==> config.mk <==
export PLATFORM = sky130hd
export DESIGN_NAME = lsu_top
export DESIGN_NICKNAME = d
export VERILOG_FILES = /design/src/design/lsu_types_pkg.sv /design/src/design/lsu_bus_pkg.sv /design/src/design/lsu_store_path.sv /design/src/design/lsu_load_path.sv /design/src/design/lsu_txn_tracker.sv /design/src/design/lsu_top.sv
export VERILOG_INCLUDE_DIRS = /design/src /design/src/include
export SDC_FILE = /design/constraint.sdc
export NUM_CORES = 1
export LEC_CHECK = 0
export BUFFER_PORTS_ARGS = -buffer_cell sky130_fd_sc_hd__buf_4
export CAP_MARGIN = 20
export CORE_AREA = 5 5 140 142
export CTS_CLUSTER_SIZE = 10
export DETAILED_ROUTE_END_ITERATION = 12
export DIE_AREA = 0 0 145 147
export PLACE_DENSITY = 0.75
export SLEW_MARGIN = 20
export SYNTH_ARGS = -nofsm -noshare
export SYNTH_HDL_FRONTEND = slang
export SYNTH_SLANG_ARGS = --single-unit
==> constraint.sdc <==
create_clock -name clk -period 2.85 [get_ports clk]
set_input_delay 0.4275 -clock clk [delete_from_list [all_inputs] [get_ports clk]]
set_output_delay 0.4275 -clock clk [all_outputs]
set_load 0.02 [all_outputs]
==> src/include/lsu_consts.svh <==
// shared lsu constants; the data path is written for 32-bit words and at most two transactions in flight
`ifndef LSU_CONSTS_SVH
`define LSU_CONSTS_SVH

////////////////////
// widths
////////////////////

`define LSU_XLEN   32  // address and data width
`define LSU_NBYTES 4   // bytes per word

// outstanding bus transactions the lsu keeps in flight
`define LSU_DEPTH  2

////////////////////
// access size codes, 2'b11 is treated as byte as well
////////////////////

`define LSU_TYPE_WORD 2'b00
`define LSU_TYPE_HALF 2'b01
`define LSU_TYPE_BYTE 2'b10

// extension modes, every code other than these two sign-extends
`define LSU_EXT_ZERO  2'b00
`define LSU_EXT_ONES  2'b10

`endif

==> src/design/lsu_types_pkg.sv <==
// data-path types of the lsu; struct field order is fixed and must match the ex stage packing
`default_nettype none

`include "lsu_consts.svh"

package lsu_types_pkg;

  ////////////////////
  // plain vectors
  ////////////////////

  typedef logic [`LSU_XLEN-1:0]             word_t;      // address or data word
  typedef logic [`LSU_NBYTES-1:0]           byte_en_t;   // one bit per byte lane
  typedef logic [$clog2(`LSU_NBYTES)-1:0]   byte_off_t;  // byte position inside a word
  typedef logic [1:0]                       data_type_t; // word / half / byte
  typedef logic [1:0]                       sign_ext_t;  // zero, ones or sign fill
  typedef logic [$clog2(`LSU_DEPTH+1)-1:0]  cnt_t;       // holds 0..depth

  // request as presented by the ex stage, 104 bits
  typedef struct packed {
    logic       we;          // store when set
    data_type_t data_type;
    sign_ext_t  sign_ext;
    byte_off_t  reg_offset;  // byte offset of the store data inside rs2
    word_t      wdata;
    word_t      operand_a;   // base address
    word_t      operand_b;   // offset, only with use_incr
    logic       use_incr;
  } lsu_ex_req_t;

  // what wb needs to align the response, 7 bits
  typedef struct packed {
    data_type_t data_type;
    sign_ext_t  sign_ext;
    byte_off_t  rdata_offset;
    logic       we;
  } load_ctrl_t;

endpackage

`default_nettype wire

==> src/design/lsu_bus_pkg.sv <==
// data bus structs; validity comes from the separate req and rvalid strobes, not from the structs
`default_nettype none

package lsu_bus_pkg;

  ////////////////////
  // address phase
  ////////////////////

  // qualified by data_req_o, held stable until data_gnt_i
  typedef struct packed {
    lsu_types_pkg::word_t    addr;   // word aligned in the second phase of a split access
    logic                    we;
    lsu_types_pkg::byte_en_t be;
    lsu_types_pkg::word_t    wdata;  // already rotated onto the byte lanes
  } bus_req_t;

  ////////////////////
  // response phase
  ////////////////////

  // qualified by data_rvalid_i
  // responses come back in request order, at least one cycle after grant
  typedef struct packed {
    lsu_types_pkg::word_t rdata;  // raw word, lane aligned
  } bus_rsp_t;

  // no error field, bus errors are not reported to the core

endpackage

`default_nettype wire

==> src/design/lsu_store_path.sv <==
// purely combinational; assumes the ex stage bumps operand_a by 4 and sets data_misaligned_ex_i for phase two
`default_nettype none

`include "lsu_consts.svh"

module lsu_store_path (
  input  logic                       data_req_ex_i,
  input  lsu_types_pkg::lsu_ex_req_t ex_req_i,
  input  logic                       data_misaligned_ex_i,  // second phase of a split access
  output logic                       data_misaligned_o,     // split needed, to controller
  output lsu_types_pkg::byte_off_t   addr_off_o,
  output lsu_bus_pkg::bus_req_t      bus_fields_o
);

  import lsu_types_pkg::*;

  word_t                  addr_int;   // effective address
  byte_off_t              addr_off;   // low address bits
  byte_off_t              wdata_off;  // lane rotation amount
  byte_en_t               be;
  logic [2*`LSU_XLEN-1:0] wdata_dbl;  // doubled word for the rotate

  ////////////////////
  // address
  ////////////////////

  assign addr_int = ex_req_i.use_incr ? (ex_req_i.operand_a + ex_req_i.operand_b)
                                      : ex_req_i.operand_a;
  assign addr_off = addr_int[1:0];

  // the load path keeps the unaligned offset for both phases
  assign addr_off_o = addr_off;

  ////////////////////
  // split detection
  ////////////////////

  // only the first phase can ask for a second access
  always_comb begin
    data_misaligned_o = 1'b0;
    if (data_req_ex_i && !data_misaligned_ex_i) begin
      case (ex_req_i.data_type)
        `LSU_TYPE_WORD: data_misaligned_o = (addr_off != 2'd0);  // any offset crosses
        `LSU_TYPE_HALF: data_misaligned_o = (addr_off == 2'd3);  // top lane only
        default:        data_misaligned_o = 1'b0;                // bytes never cross
      endcase
    end
  end

  ////////////////////
  // byte enables
  ////////////////////

  always_comb begin
    case (ex_req_i.data_type)
      `LSU_TYPE_WORD: begin
        if (!data_misaligned_ex_i) begin
          be = 4'b1111 << addr_off;     // upper lanes of the first word
        end else begin
          be = ~(4'b1111 << addr_off);  // remaining low lanes of the next word
        end
      end
      `LSU_TYPE_HALF: begin
        if (!data_misaligned_ex_i) begin
          be = 4'b0011 << addr_off;     // offset 3 drops the upper byte here
        end else begin
          be = 4'b0001;                 // that byte lands in lane 0
        end
      end
      default: be = 4'b0001 << addr_off;
    endcase
  end

  ////////////////////
  // write data
  ////////////////////

  // rotate left by whole bytes so the register byte lands in the address lane
  assign wdata_off = addr_off - ex_req_i.reg_offset;  // wraps mod 4
  assign wdata_dbl = {ex_req_i.wdata, ex_req_i.wdata} << {wdata_off, 3'b000};

  ////////////////////
  // address phase fields
  ////////////////////

  assign bus_fields_o.addr  = data_misaligned_ex_i ? {addr_int[`LSU_XLEN-1:2], 2'b00}
                                                   : addr_int;
  assign bus_fields_o.we    = ex_req_i.we;
  assign bus_fields_o.be    = be;
  assign bus_fields_o.wdata = wdata_dbl[2*`LSU_XLEN-1:`LSU_XLEN];  // upper half is the rotation

endmodule

`default_nettype wire

==> src/design/lsu_load_path.sv <==
// wb-side alignment; a split load relies on the ex stage presenting phase two when phase one answers
`default_nettype none

`include "lsu_consts.svh"

module lsu_load_path (
  input  logic                       clk,
  input  logic                       rst_n,
  input  logic                       ctrl_update_i,         // request moves on to wb
  input  logic                       data_rvalid_i,
  input  lsu_types_pkg::lsu_ex_req_t ex_req_i,
  input  lsu_types_pkg::byte_off_t   addr_off_i,
  input  logic                       data_misaligned_ex_i,  // ex is in phase two
  input  logic                       data_misaligned_i,     // ex starts a split
  input  lsu_bus_pkg::bus_rsp_t      bus_rsp_i,
  output lsu_types_pkg::word_t       data_rdata_ex_o
);

  import lsu_types_pkg::*;

  load_ctrl_t  ctrl_q;     // control of the access now in wb
  word_t       rdata_q;    // raw first half of a split, or last result
  word_t       rsp;
  word_t       rdata_w;    // word, possibly assembled from two responses
  word_t       rdata_h;
  word_t       rdata_b;
  word_t       rdata_ext;  // selected and extended result
  logic [15:0] half_raw;
  logic [7:0]  byte_raw;

  // fill the bits outside keep_mask by the extension mode
  function automatic word_t extend(input word_t raw, input logic msb, input word_t keep_mask,
                                   input sign_ext_t mode);
    word_t fill;
    case (mode)
      `LSU_EXT_ZERO: fill = '0;
      `LSU_EXT_ONES: fill = '1;
      default:       fill = {`LSU_XLEN{msb}};  // sign
    endcase
    extend = (raw & keep_mask) | (fill & ~keep_mask);
  endfunction

  ////////////////////
  // wb control
  ////////////////////

  always_ff @(posedge clk or negedge rst_n) begin
    if (!rst_n) begin
      ctrl_q <= '0;
    end else if (ctrl_update_i) begin
      ctrl_q.data_type    <= ex_req_i.data_type;
      ctrl_q.sign_ext     <= ex_req_i.sign_ext;
      ctrl_q.rdata_offset <= addr_off_i;  // same low bits in both phases
      ctrl_q.we           <= ex_req_i.we;
    end
  end

  assign rsp = bus_rsp_i.rdata;

  ////////////////////
  // lane selection
  ////////////////////

  // word; nonzero offset only happens in phase two, low bytes come from the hold reg
  always_comb begin
    case (ctrl_q.rdata_offset)
      2'd1:    rdata_w = {rsp[7:0],  rdata_q[31:8]};
      2'd2:    rdata_w = {rsp[15:0], rdata_q[31:16]};
      2'd3:    rdata_w = {rsp[23:0], rdata_q[31:24]};
      default: rdata_w = rsp;
    endcase
  end

  // halfword at offset 3 spans two responses
  always_comb begin
    if (ctrl_q.rdata_offset == 2'd3) begin
      half_raw = {rsp[7:0], rdata_q[31:24]};
    end else begin
      half_raw = rsp[{ctrl_q.rdata_offset, 3'b000} +: 16];
    end
  end

  assign byte_raw = rsp[{ctrl_q.rdata_offset, 3'b000} +: 8];

  assign rdata_h = extend({16'h0000, half_raw}, half_raw[15], 32'h0000_ffff, ctrl_q.sign_ext);
  assign rdata_b = extend({24'h00_0000, byte_raw}, byte_raw[7], 32'h0000_00ff, ctrl_q.sign_ext);

  always_comb begin
    case (ctrl_q.data_type)
      `LSU_TYPE_WORD: rdata_ext = rdata_w;
      `LSU_TYPE_HALF: rdata_ext = rdata_h;
      default:        rdata_ext = rdata_b;  // 10 and 11
    endcase
  end

  ////////////////////
  // hold register
  ////////////////////

  // a split in progress keeps the raw word for assembly, otherwise the final value
  always_ff @(posedge clk or negedge rst_n) begin
    if (!rst_n) begin
      rdata_q <= '0;
    end else if (data_rvalid_i && !ctrl_q.we) begin
      if (data_misaligned_ex_i || data_misaligned_i) begin
        rdata_q <= rsp;
      end else begin
        rdata_q <= rdata_ext;
      end
    end
  end

  // live result in the response cycle, held value in between
  assign data_rdata_ex_o = data_rvalid_i ? rdata_ext : rdata_q;

endmodule

`default_nettype wire

==> src/design/lsu_txn_tracker.sv <==
// assumes every grant gets exactly one in-order rvalid at least one cycle later and a stable request
`default_nettype none

`include "lsu_consts.svh"

module lsu_txn_tracker (
  input  logic                  clk,
  input  logic                  rst_n,
  input  logic                  data_req_ex_i,
  input  lsu_bus_pkg::bus_req_t bus_fields_i,
  input  logic                  data_gnt_i,
  input  logic                  data_rvalid_i,
  output logic                  data_req_o,
  output lsu_bus_pkg::bus_req_t bus_req_o,
  output logic                  lsu_ready_ex_o,
  output logic                  lsu_ready_wb_o,
  output logic                  busy_o,
  output logic                  ctrl_update_o   // ex request moves to wb
);

  import lsu_types_pkg::*;

  localparam cnt_t DEPTH = cnt_t'(`LSU_DEPTH);

  cnt_t cnt_q;        // outstanding transactions
  cnt_t cnt_d;
  logic trans_valid;  // request allowed onto the bus
  logic count_up;
  logic count_down;

  ////////////////////
  // request side
  ////////////////////

  // no path from rvalid to req, a full tracker simply holds off
  assign trans_valid = data_req_ex_i && (cnt_q < DEPTH);
  assign data_req_o  = trans_valid;
  assign bus_req_o   = bus_fields_i;  // address phase straight from the ex stage

  // busy also covers the cycle a request is first raised
  assign busy_o = (cnt_q != '0) || trans_valid;

  ////////////////////
  // ready signals
  ////////////////////

  // wb is free when empty, else it frees up with the awaited response
  assign lsu_ready_wb_o = (cnt_q == '0) ? 1'b1 : data_rvalid_i;

  // ex and wb advance in lock step once wb holds something
  always_comb begin
    if (!data_req_ex_i) begin
      lsu_ready_ex_o = 1'b1;                        // nothing to do
    end else if (cnt_q == '0) begin
      lsu_ready_ex_o = trans_valid && data_gnt_i;   // wb empty, grant is enough
    end else if (cnt_q < DEPTH) begin
      lsu_ready_ex_o = data_rvalid_i && trans_valid && data_gnt_i;
    end else begin
      lsu_ready_ex_o = data_rvalid_i;               // already issued, wait for wb
    end
  end

  assign ctrl_update_o = lsu_ready_ex_o && data_req_ex_i;

  ////////////////////
  // counter
  ////////////////////

  assign count_up   = trans_valid && data_gnt_i;
  assign count_down = data_rvalid_i;

  always_comb begin
    case ({count_up, count_down})
      2'b10:   cnt_d = cnt_q + 1'b1;
      2'b01:   cnt_d = cnt_q - 1'b1;
      default: cnt_d = cnt_q;  // none, or one in and one out
    endcase
  end

  always_ff @(posedge clk or negedge rst_n) begin
    if (!rst_n) begin
      cnt_q <= '0;
    end else begin
      cnt_q <= cnt_d;
    end
  end

  // the gating must keep the count within depth across any grant pattern
  a_cnt_bound: assert property (@(posedge clk) disable iff (!rst_n) cnt_q <= DEPTH)
    else $error("outstanding count above depth");

  // the bus must not answer a request that was never granted
  a_no_spurious_rvalid: assert property (@(posedge clk) disable iff (!rst_n)
    data_rvalid_i |-> (cnt_q != '0))
    else $error("rvalid with no transaction outstanding");

endmodule

`default_nettype wire

==> src/design/lsu_top.sv <==
// lsu top level; the ex stage owns split sequencing and must hold its request until lsu_ready_ex_o
`default_nettype none

module lsu_top (
  input  logic                       clk,
  input  logic                       rst_n,

  // ex stage
  input  logic                       data_req_ex_i,
  input  lsu_types_pkg::lsu_ex_req_t ex_req_i,
  input  logic                       data_misaligned_ex_i,
  output logic                       data_misaligned_o,
  output logic                       lsu_ready_ex_o,
  output logic                       lsu_ready_wb_o,
  output logic                       busy_o,
  output lsu_types_pkg::word_t       data_rdata_ex_o,

  // data bus
  output logic                       data_req_o,
  output lsu_bus_pkg::bus_req_t      bus_req_o,
  input  logic                       data_gnt_i,
  input  logic                       data_rvalid_i,
  input  lsu_bus_pkg::bus_rsp_t      bus_rsp_i
);

  import lsu_types_pkg::*;
  import lsu_bus_pkg::*;

  byte_off_t addr_off;     // unaligned low address bits
  bus_req_t  bus_fields;   // address phase before gating
  logic      ctrl_update;  // wb control load

  // address, enables, write data
  lsu_store_path u_store_path (
    .data_req_ex_i       (data_req_ex_i),
    .ex_req_i            (ex_req_i),
    .data_misaligned_ex_i(data_misaligned_ex_i),
    .data_misaligned_o   (data_misaligned_o),
    .addr_off_o          (addr_off),
    .bus_fields_o        (bus_fields)
  );

  // outstanding count and handshakes
  lsu_txn_tracker u_txn_tracker (
    .clk           (clk),
    .rst_n         (rst_n),
    .data_req_ex_i (data_req_ex_i),
    .bus_fields_i  (bus_fields),
    .data_gnt_i    (data_gnt_i),
    .data_rvalid_i (data_rvalid_i),
    .data_req_o    (data_req_o),
    .bus_req_o     (bus_req_o),
    .lsu_ready_ex_o(lsu_ready_ex_o),
    .lsu_ready_wb_o(lsu_ready_wb_o),
    .busy_o        (busy_o),
    .ctrl_update_o (ctrl_update)
  );

  // response alignment, rvalid is the response strobe
  lsu_load_path u_load_path (
    .clk                 (clk),
    .rst_n               (rst_n),
    .ctrl_update_i       (ctrl_update),
    .data_rvalid_i       (data_rvalid_i),
    .ex_req_i            (ex_req_i),
    .addr_off_i          (addr_off),
    .data_misaligned_ex_i(data_misaligned_ex_i),
    .data_misaligned_i   (data_misaligned_o),
    .bus_rsp_i           (bus_rsp_i),
    .data_rdata_ex_o     (data_rdata_ex_o)
  );

endmodule

`default_nettype wire

Word-level counts from Yosys, hierarchy flattened
Index checks and enable logic that the tools add are counted.

cells by class
  add/subtract/negate cells = 4
  magnitude comparators = 1
  equality and inequality tests = 9
  shifts and indexed selects = 6
  muxes and demuxes = 19
  bitwise logic cells = 3
  reduce and logical (&&, ||, !) cells = 18

operators with widths
  kind                                                  count
  one-hot mux 32 bit (2 select lines)                   3
  two-way mux 32 bit                                    3
  one-hot mux 32 bit (3 select lines)                   1
  << shifter 64 x 5 -> 64 bit                           1
  adder 32 bit                                          1
  bitwise OR 16 x 32 -> 32 bit                          1
  bitwise OR 8 x 32 -> 32 bit                           1
  indexed part select 32 x 6 -> 16 bit                  1
  indexed part select 32 x 6 -> 8 bit                   1
  two-way mux 16 bit                                    1
  equality test 2 bit (second input constant)           5
  equality test 2 x 1 -> 1 bit (second input constant)  4
  logical NOT 2 bit                                     4
  two-way mux 4 bit                                     2
  one-hot mux 4 bit (2 select lines)                    1
  logical AND 1 bit                                     7
  nonzero test 2 bit                                    3
  two-way mux 1 bit                                     5
  inverter 4 bit                                        1
  one-hot mux 2 bit (2 select lines)                    1
  << shifter 1 x 2 -> 4 bit (first input constant)      1
  << shifter 2 x 2 -> 4 bit (first input constant)      1
  << shifter 4 x 2 -> 4 bit (first input constant)      1
  adder 2 x 1 -> 2 bit (second input constant)          1
  7 further kinds                                       9

word-level totals
  flip-flop bits (word level) = 41
  output and inout port bits = 106
  word-level logic and storage cells = 66

Depth between registers and ports, before layout
  depth in word-level cells = 8
  gate-level depth with buffers = 13
  mapped depth without buffers = 12

By module
From an unflattened synthesis, not the netlist that was laid out.

second synthesis, totals
  cells, all modules = 860
  area total of the unflattened synthesis = 7468.4 um2

modules (own cells, without submodules)
  module           instances  cells each  area an instance (um2)  seq. area each (um2)
  lsu_load_path    1          385         3673.5                  975.9
  lsu_store_path   1          391         3145.5                  0.0
  lsu_txn_tracker  1          84          649.4                   50.0

Worst setup path before layout
OpenSTA, ideal clock, no wires.

  kind = in2out
  start point = in ex_req_i[0] (netlist bit)
  end point = out bus_req_o[16] (netlist bit)
  arrival = 2.820 ns
  data required time = 2.423 ns
  slack = -0.397 ns
  cell stages on the path = 9
  path buffers = 3
  path through = buf_2 clkbuf_1 mux2i_1 ha_1 xnor2_2 xnor2_2 buf_4 mux2i_1 mux2i_1

RTL lines
  element          line           source
  start, declared  lsu_top.sv:10  input lsu_types_pkg::lsu_ex_req_t ex_req_i,
  end, declared    lsu_top.sv:20  output lsu_bus_pkg::bus_req_t bus_req_o,

==> flow_metrics.py <==
metrics = {
    "outcome": {
        "outcome": "finished with violations",
        "violations": "negative setup slack",
    },
    "grt": {
        "grt_overflow": 0,
        "grt_pass1_wl_um": 41500,
        "grt_pass1_vias": 7896,
        "grt_max_degree": 61,
        "antenna_found_initial": 0,
        "grt_usage_pct": 22.8,
    },
    "floorplanning": {
        "start_util_pct": 38.7,
        "core_area_mm2": 0.0183,
        "io_pins": 248,
        "die_x_um": 145,
        "rows": 50,
        "dieHeight_um": 147,
        "die_area_mm2": 0.0213,
    },
    "synthesis": {
        "synth_area_leaders": "dfrtp_1 14%, mux2i_1 13%, mux4_2 12%, ha_1 7.2%, a21oi_1 6.4%",
        "syn_inst": 841,
        "synth-seq-cells": 41,
        "synth_ff_type": "dfrtp_1",
        "synthAdderAreaFrac_pct": 7.51,
        "synth-xor-area-share_pct": 4.18,
        "synth_top_family_by_area": "multiplexers",
        "yosys_warnings": 0,
        "synth_mux_area_share_pct": 30.3,
        "syn_nets": 1025,
        "yosysSeqAreaShare_pct": 14.4,
        "synth-edff-count": 0,
        "ys_types": 75,
        "syn-cell-area_mm2": 0.00710,
        "yosys.area_share.simple_pct": 14.1,
        "synth-compound-area-share_pct": 24.0,
        "async_flop_share_pct": 100,
        "netlist.area_leader.share_pct": 14.4,
        "yosys.area.top_type": "dfrtp_1",
        "synth.avg_cell_area_um2": 8.44,
    },
    "final_layout": {
        "syn_to_final_growth_pct": 60.9,
        "insertedDiodeCount": 0,
        "stdcell_count": 1386,
        "nets": 1335,
        "fin_util_pct": 62.3,
        "drive_gt1_share_pct": 52.6,
    },
    "cts": {
        "numCtsBuffers": 5,
        "clock_sinks": 41,
        "clk_pin_slew_ns": 0.06,
        "clock_latency_ns": 0.28,
        "cts.root.buffer_cell": "clkbuf_16",
        "clock_path_buffers": 2,
        "cts_tree": "done",
        "htree_num_levels": 2,
    },
    "sta": {
        "fin_ws_ns": -0.246,
        "fin_crit_sh_pct": 109,
        "rsz0062_at_grt": "yes",
        "worstMarginPinSlew_ns": 0.839,
        "period_needed_ns": 3.10,
        "final-hold-violation-count": 0,
        "slew_viol_final": 0,
        "slew_headroom_pct": 43.9,
        "clock.fmax_mhz": 323,
        "setup_viol": 51,
        "clock_skew_ns": 0.00690,
    },
    "critical_path": {
        "end_kind": "output pin",
        "start_kind": "primary input",
        "crit_type": "primary input to output pin",
        "path_max_fanout": 3,
        "rrSetupSlack_ns": 0.62,
        "critical_path_arrival_ns": 2.67,
        "required_ns": 2.42,
    },
    "route": {
        "drt_iter0_markers": 499,
        "vias_per_cell": 5.78,
        "postRouteAntennaNets": 0,
        "dr.pass1.iters": 5,
        "wl_per_cell_um": 19.1,
        "drt_wl_total_um": 26500,
        "num_vias": 8006,
        "drc": 0,
    },
    "placed_design": {
        "gp_congestion": 0.910,
        "dp_hpwl_um": 19700,
        "port_buffers": 247,
        "dp.cells": 1351,
    },
    "power": {
        "vdd_drop_max_v": 0.000648,
        "p_leak_nw": 4.94,
        "power_density_mw_per_mm2": 754,
    },
    "hold_path": {
        "hp-class": "primary input to async pin",
    },
    "job": {
        "maxCapViolCount": 0,
    },
}
==> sequential cells by signal, summed over array words and instances, names as in the netlist <==
signal and flops:
u_load_path.rdata_q 32, u_txn_tracker.cnt_q 2, u_load_path.ctrl_q 7
==> cells in the mapped netlist (all sizes together), types with 4 or more instances <==
master	instances
a211oi	11
a211o	4
nor2	81
mux2i	91
ha	41
o311ai	5
buf	27
and3	6
o211ai	5
a21oi	104
o31ai	8
a31oi	5
o221ai	4
mux4	39
clkbuf	41
xor2	12
and2	5
nand2	64
o21a	13
xnor2	18
nand3	19
mux2	32
a21o	18
nand2b	6
nor3b	9
nand4	11
dfrtp	41
o21ai	54
nor3	7
inv	21
==> worst paths after layout <==
check	depth (start not counted)	end	from
min in group clk	2	u_load_path.ctrl_q[3]	ex_req_i[99]
max in group asynchronous	1	u_load_path.ctrl_q[6]	rst_n
worst min-delay path	1	u_load_path.rdata_q[27]	rst_n
worst min register to register	2	u_load_path.rdata_q[7]	u_load_path.rdata_q[7]
worst max register to register	7	u_load_path.rdata_q[1]	u_load_path.ctrl_q[6]
worst max-delay path	12	bus_req_o[61]	ex_req_i[33]
==> placed cells by master, fill, tap and decap left out, types with 23 or more instances in the layout <==
cell	count
a21oi_1	79
a21oi_2	23
buf_4	321
buf_6	32
dfrtp_1	38
ha_1	23
mux2i_1	36
mux2i_4	35
mux4_2	39
nand2_1	59
nor2_1	79
o21ai_1	29
==> report_power, final <==
part           total, mW  leakage, nW  switching, mW  internal, mW
combinational       6.86         4.36           3.49          3.36
clock              0.609       0.0799          0.237         0.371
sequential          1.15        0.494          0.284         0.865
==> metrics by stage <==
step / setup TNS, ns / worst slack [ns] / instance area (µm²) / hold slack [ns] / power [mW]
after floorplan: -0.175 / -0.0203 / 7550 / 0.132 / 5.34
after global placement: -5.25 / -0.266 / 10200 / 0.459 / 7.19
after detailed placement: -7.26 / -0.338 / 10200 / 0.453 / 7.32
after CTS: -3.25 / -0.187 / 11000 / 0.155 / 8.26
after global routing: -10.32 / -0.314 / 11400 / 0.167 / 9.21
final: -5.17 / -0.246 / 11400 / 0.126 / 8.62
==> area by class of cell <==
class	instances	area (µm²)
Tap cell	234	293
Multi-Input combinational cell	711	6760
Clock inverter	1	5.00
Timing Repair Buffer	371	3110
Inverter	21	81.3
Fill cell	1485	6910
Clock buffer	7	153
Sequential cell	41	1030
==> worst max-delay path, cell delays in order <==
cell and delay (ns):
buf_8 0.08, ha_4 0.12, inv_2 0.03, fa_2 0.33, and2b_2 0.26, o2111ai_4 0.16, a211oi_4 0.34, nor3_2 0.08
o31ai_2 0.30, xor2_1 0.12, mux2_4 0.27, buf_6 0.13
==> layer usage <==
| metal | global-route usage, % | vias to the layer above | part of all wire (%) |
|---|---|---|---|
| met3 | 3.30 | 47 | 6.5 |
| li1 | - | 3792 | - |
| met1 | 30.1 | 3805 | 40 |
| met2 | 39.1 | 362 | 51 |
| met5 | 0 | - | 0 |
| met4 | 6.59 | 0 | 2.4 |
==> repair_timing <==
item	in CTS	in global routing
gates cloned	2	0
gates resized for setup	106	76
pin swaps	38	31
setup endpoints to repair	89	79
setup buffers	10	23
hold buffers	0	0
==> cell families (layout without fill, tap and decap cells) <==
group | count (synthesis) | count (layout)
flip-flops | 41 | 41
multiplexers | 162 | 162
buffers and inverters | 89 | 400
XOR/XNOR | 30 | 30
AND/OR/NAND/NOR | 218 | 218
adder cells (fa/ha/maj) | 42 | 42
AO/OA/AOI/OAI | 259 | 259
No activity file was read; power rests on OpenSTA's default activity.
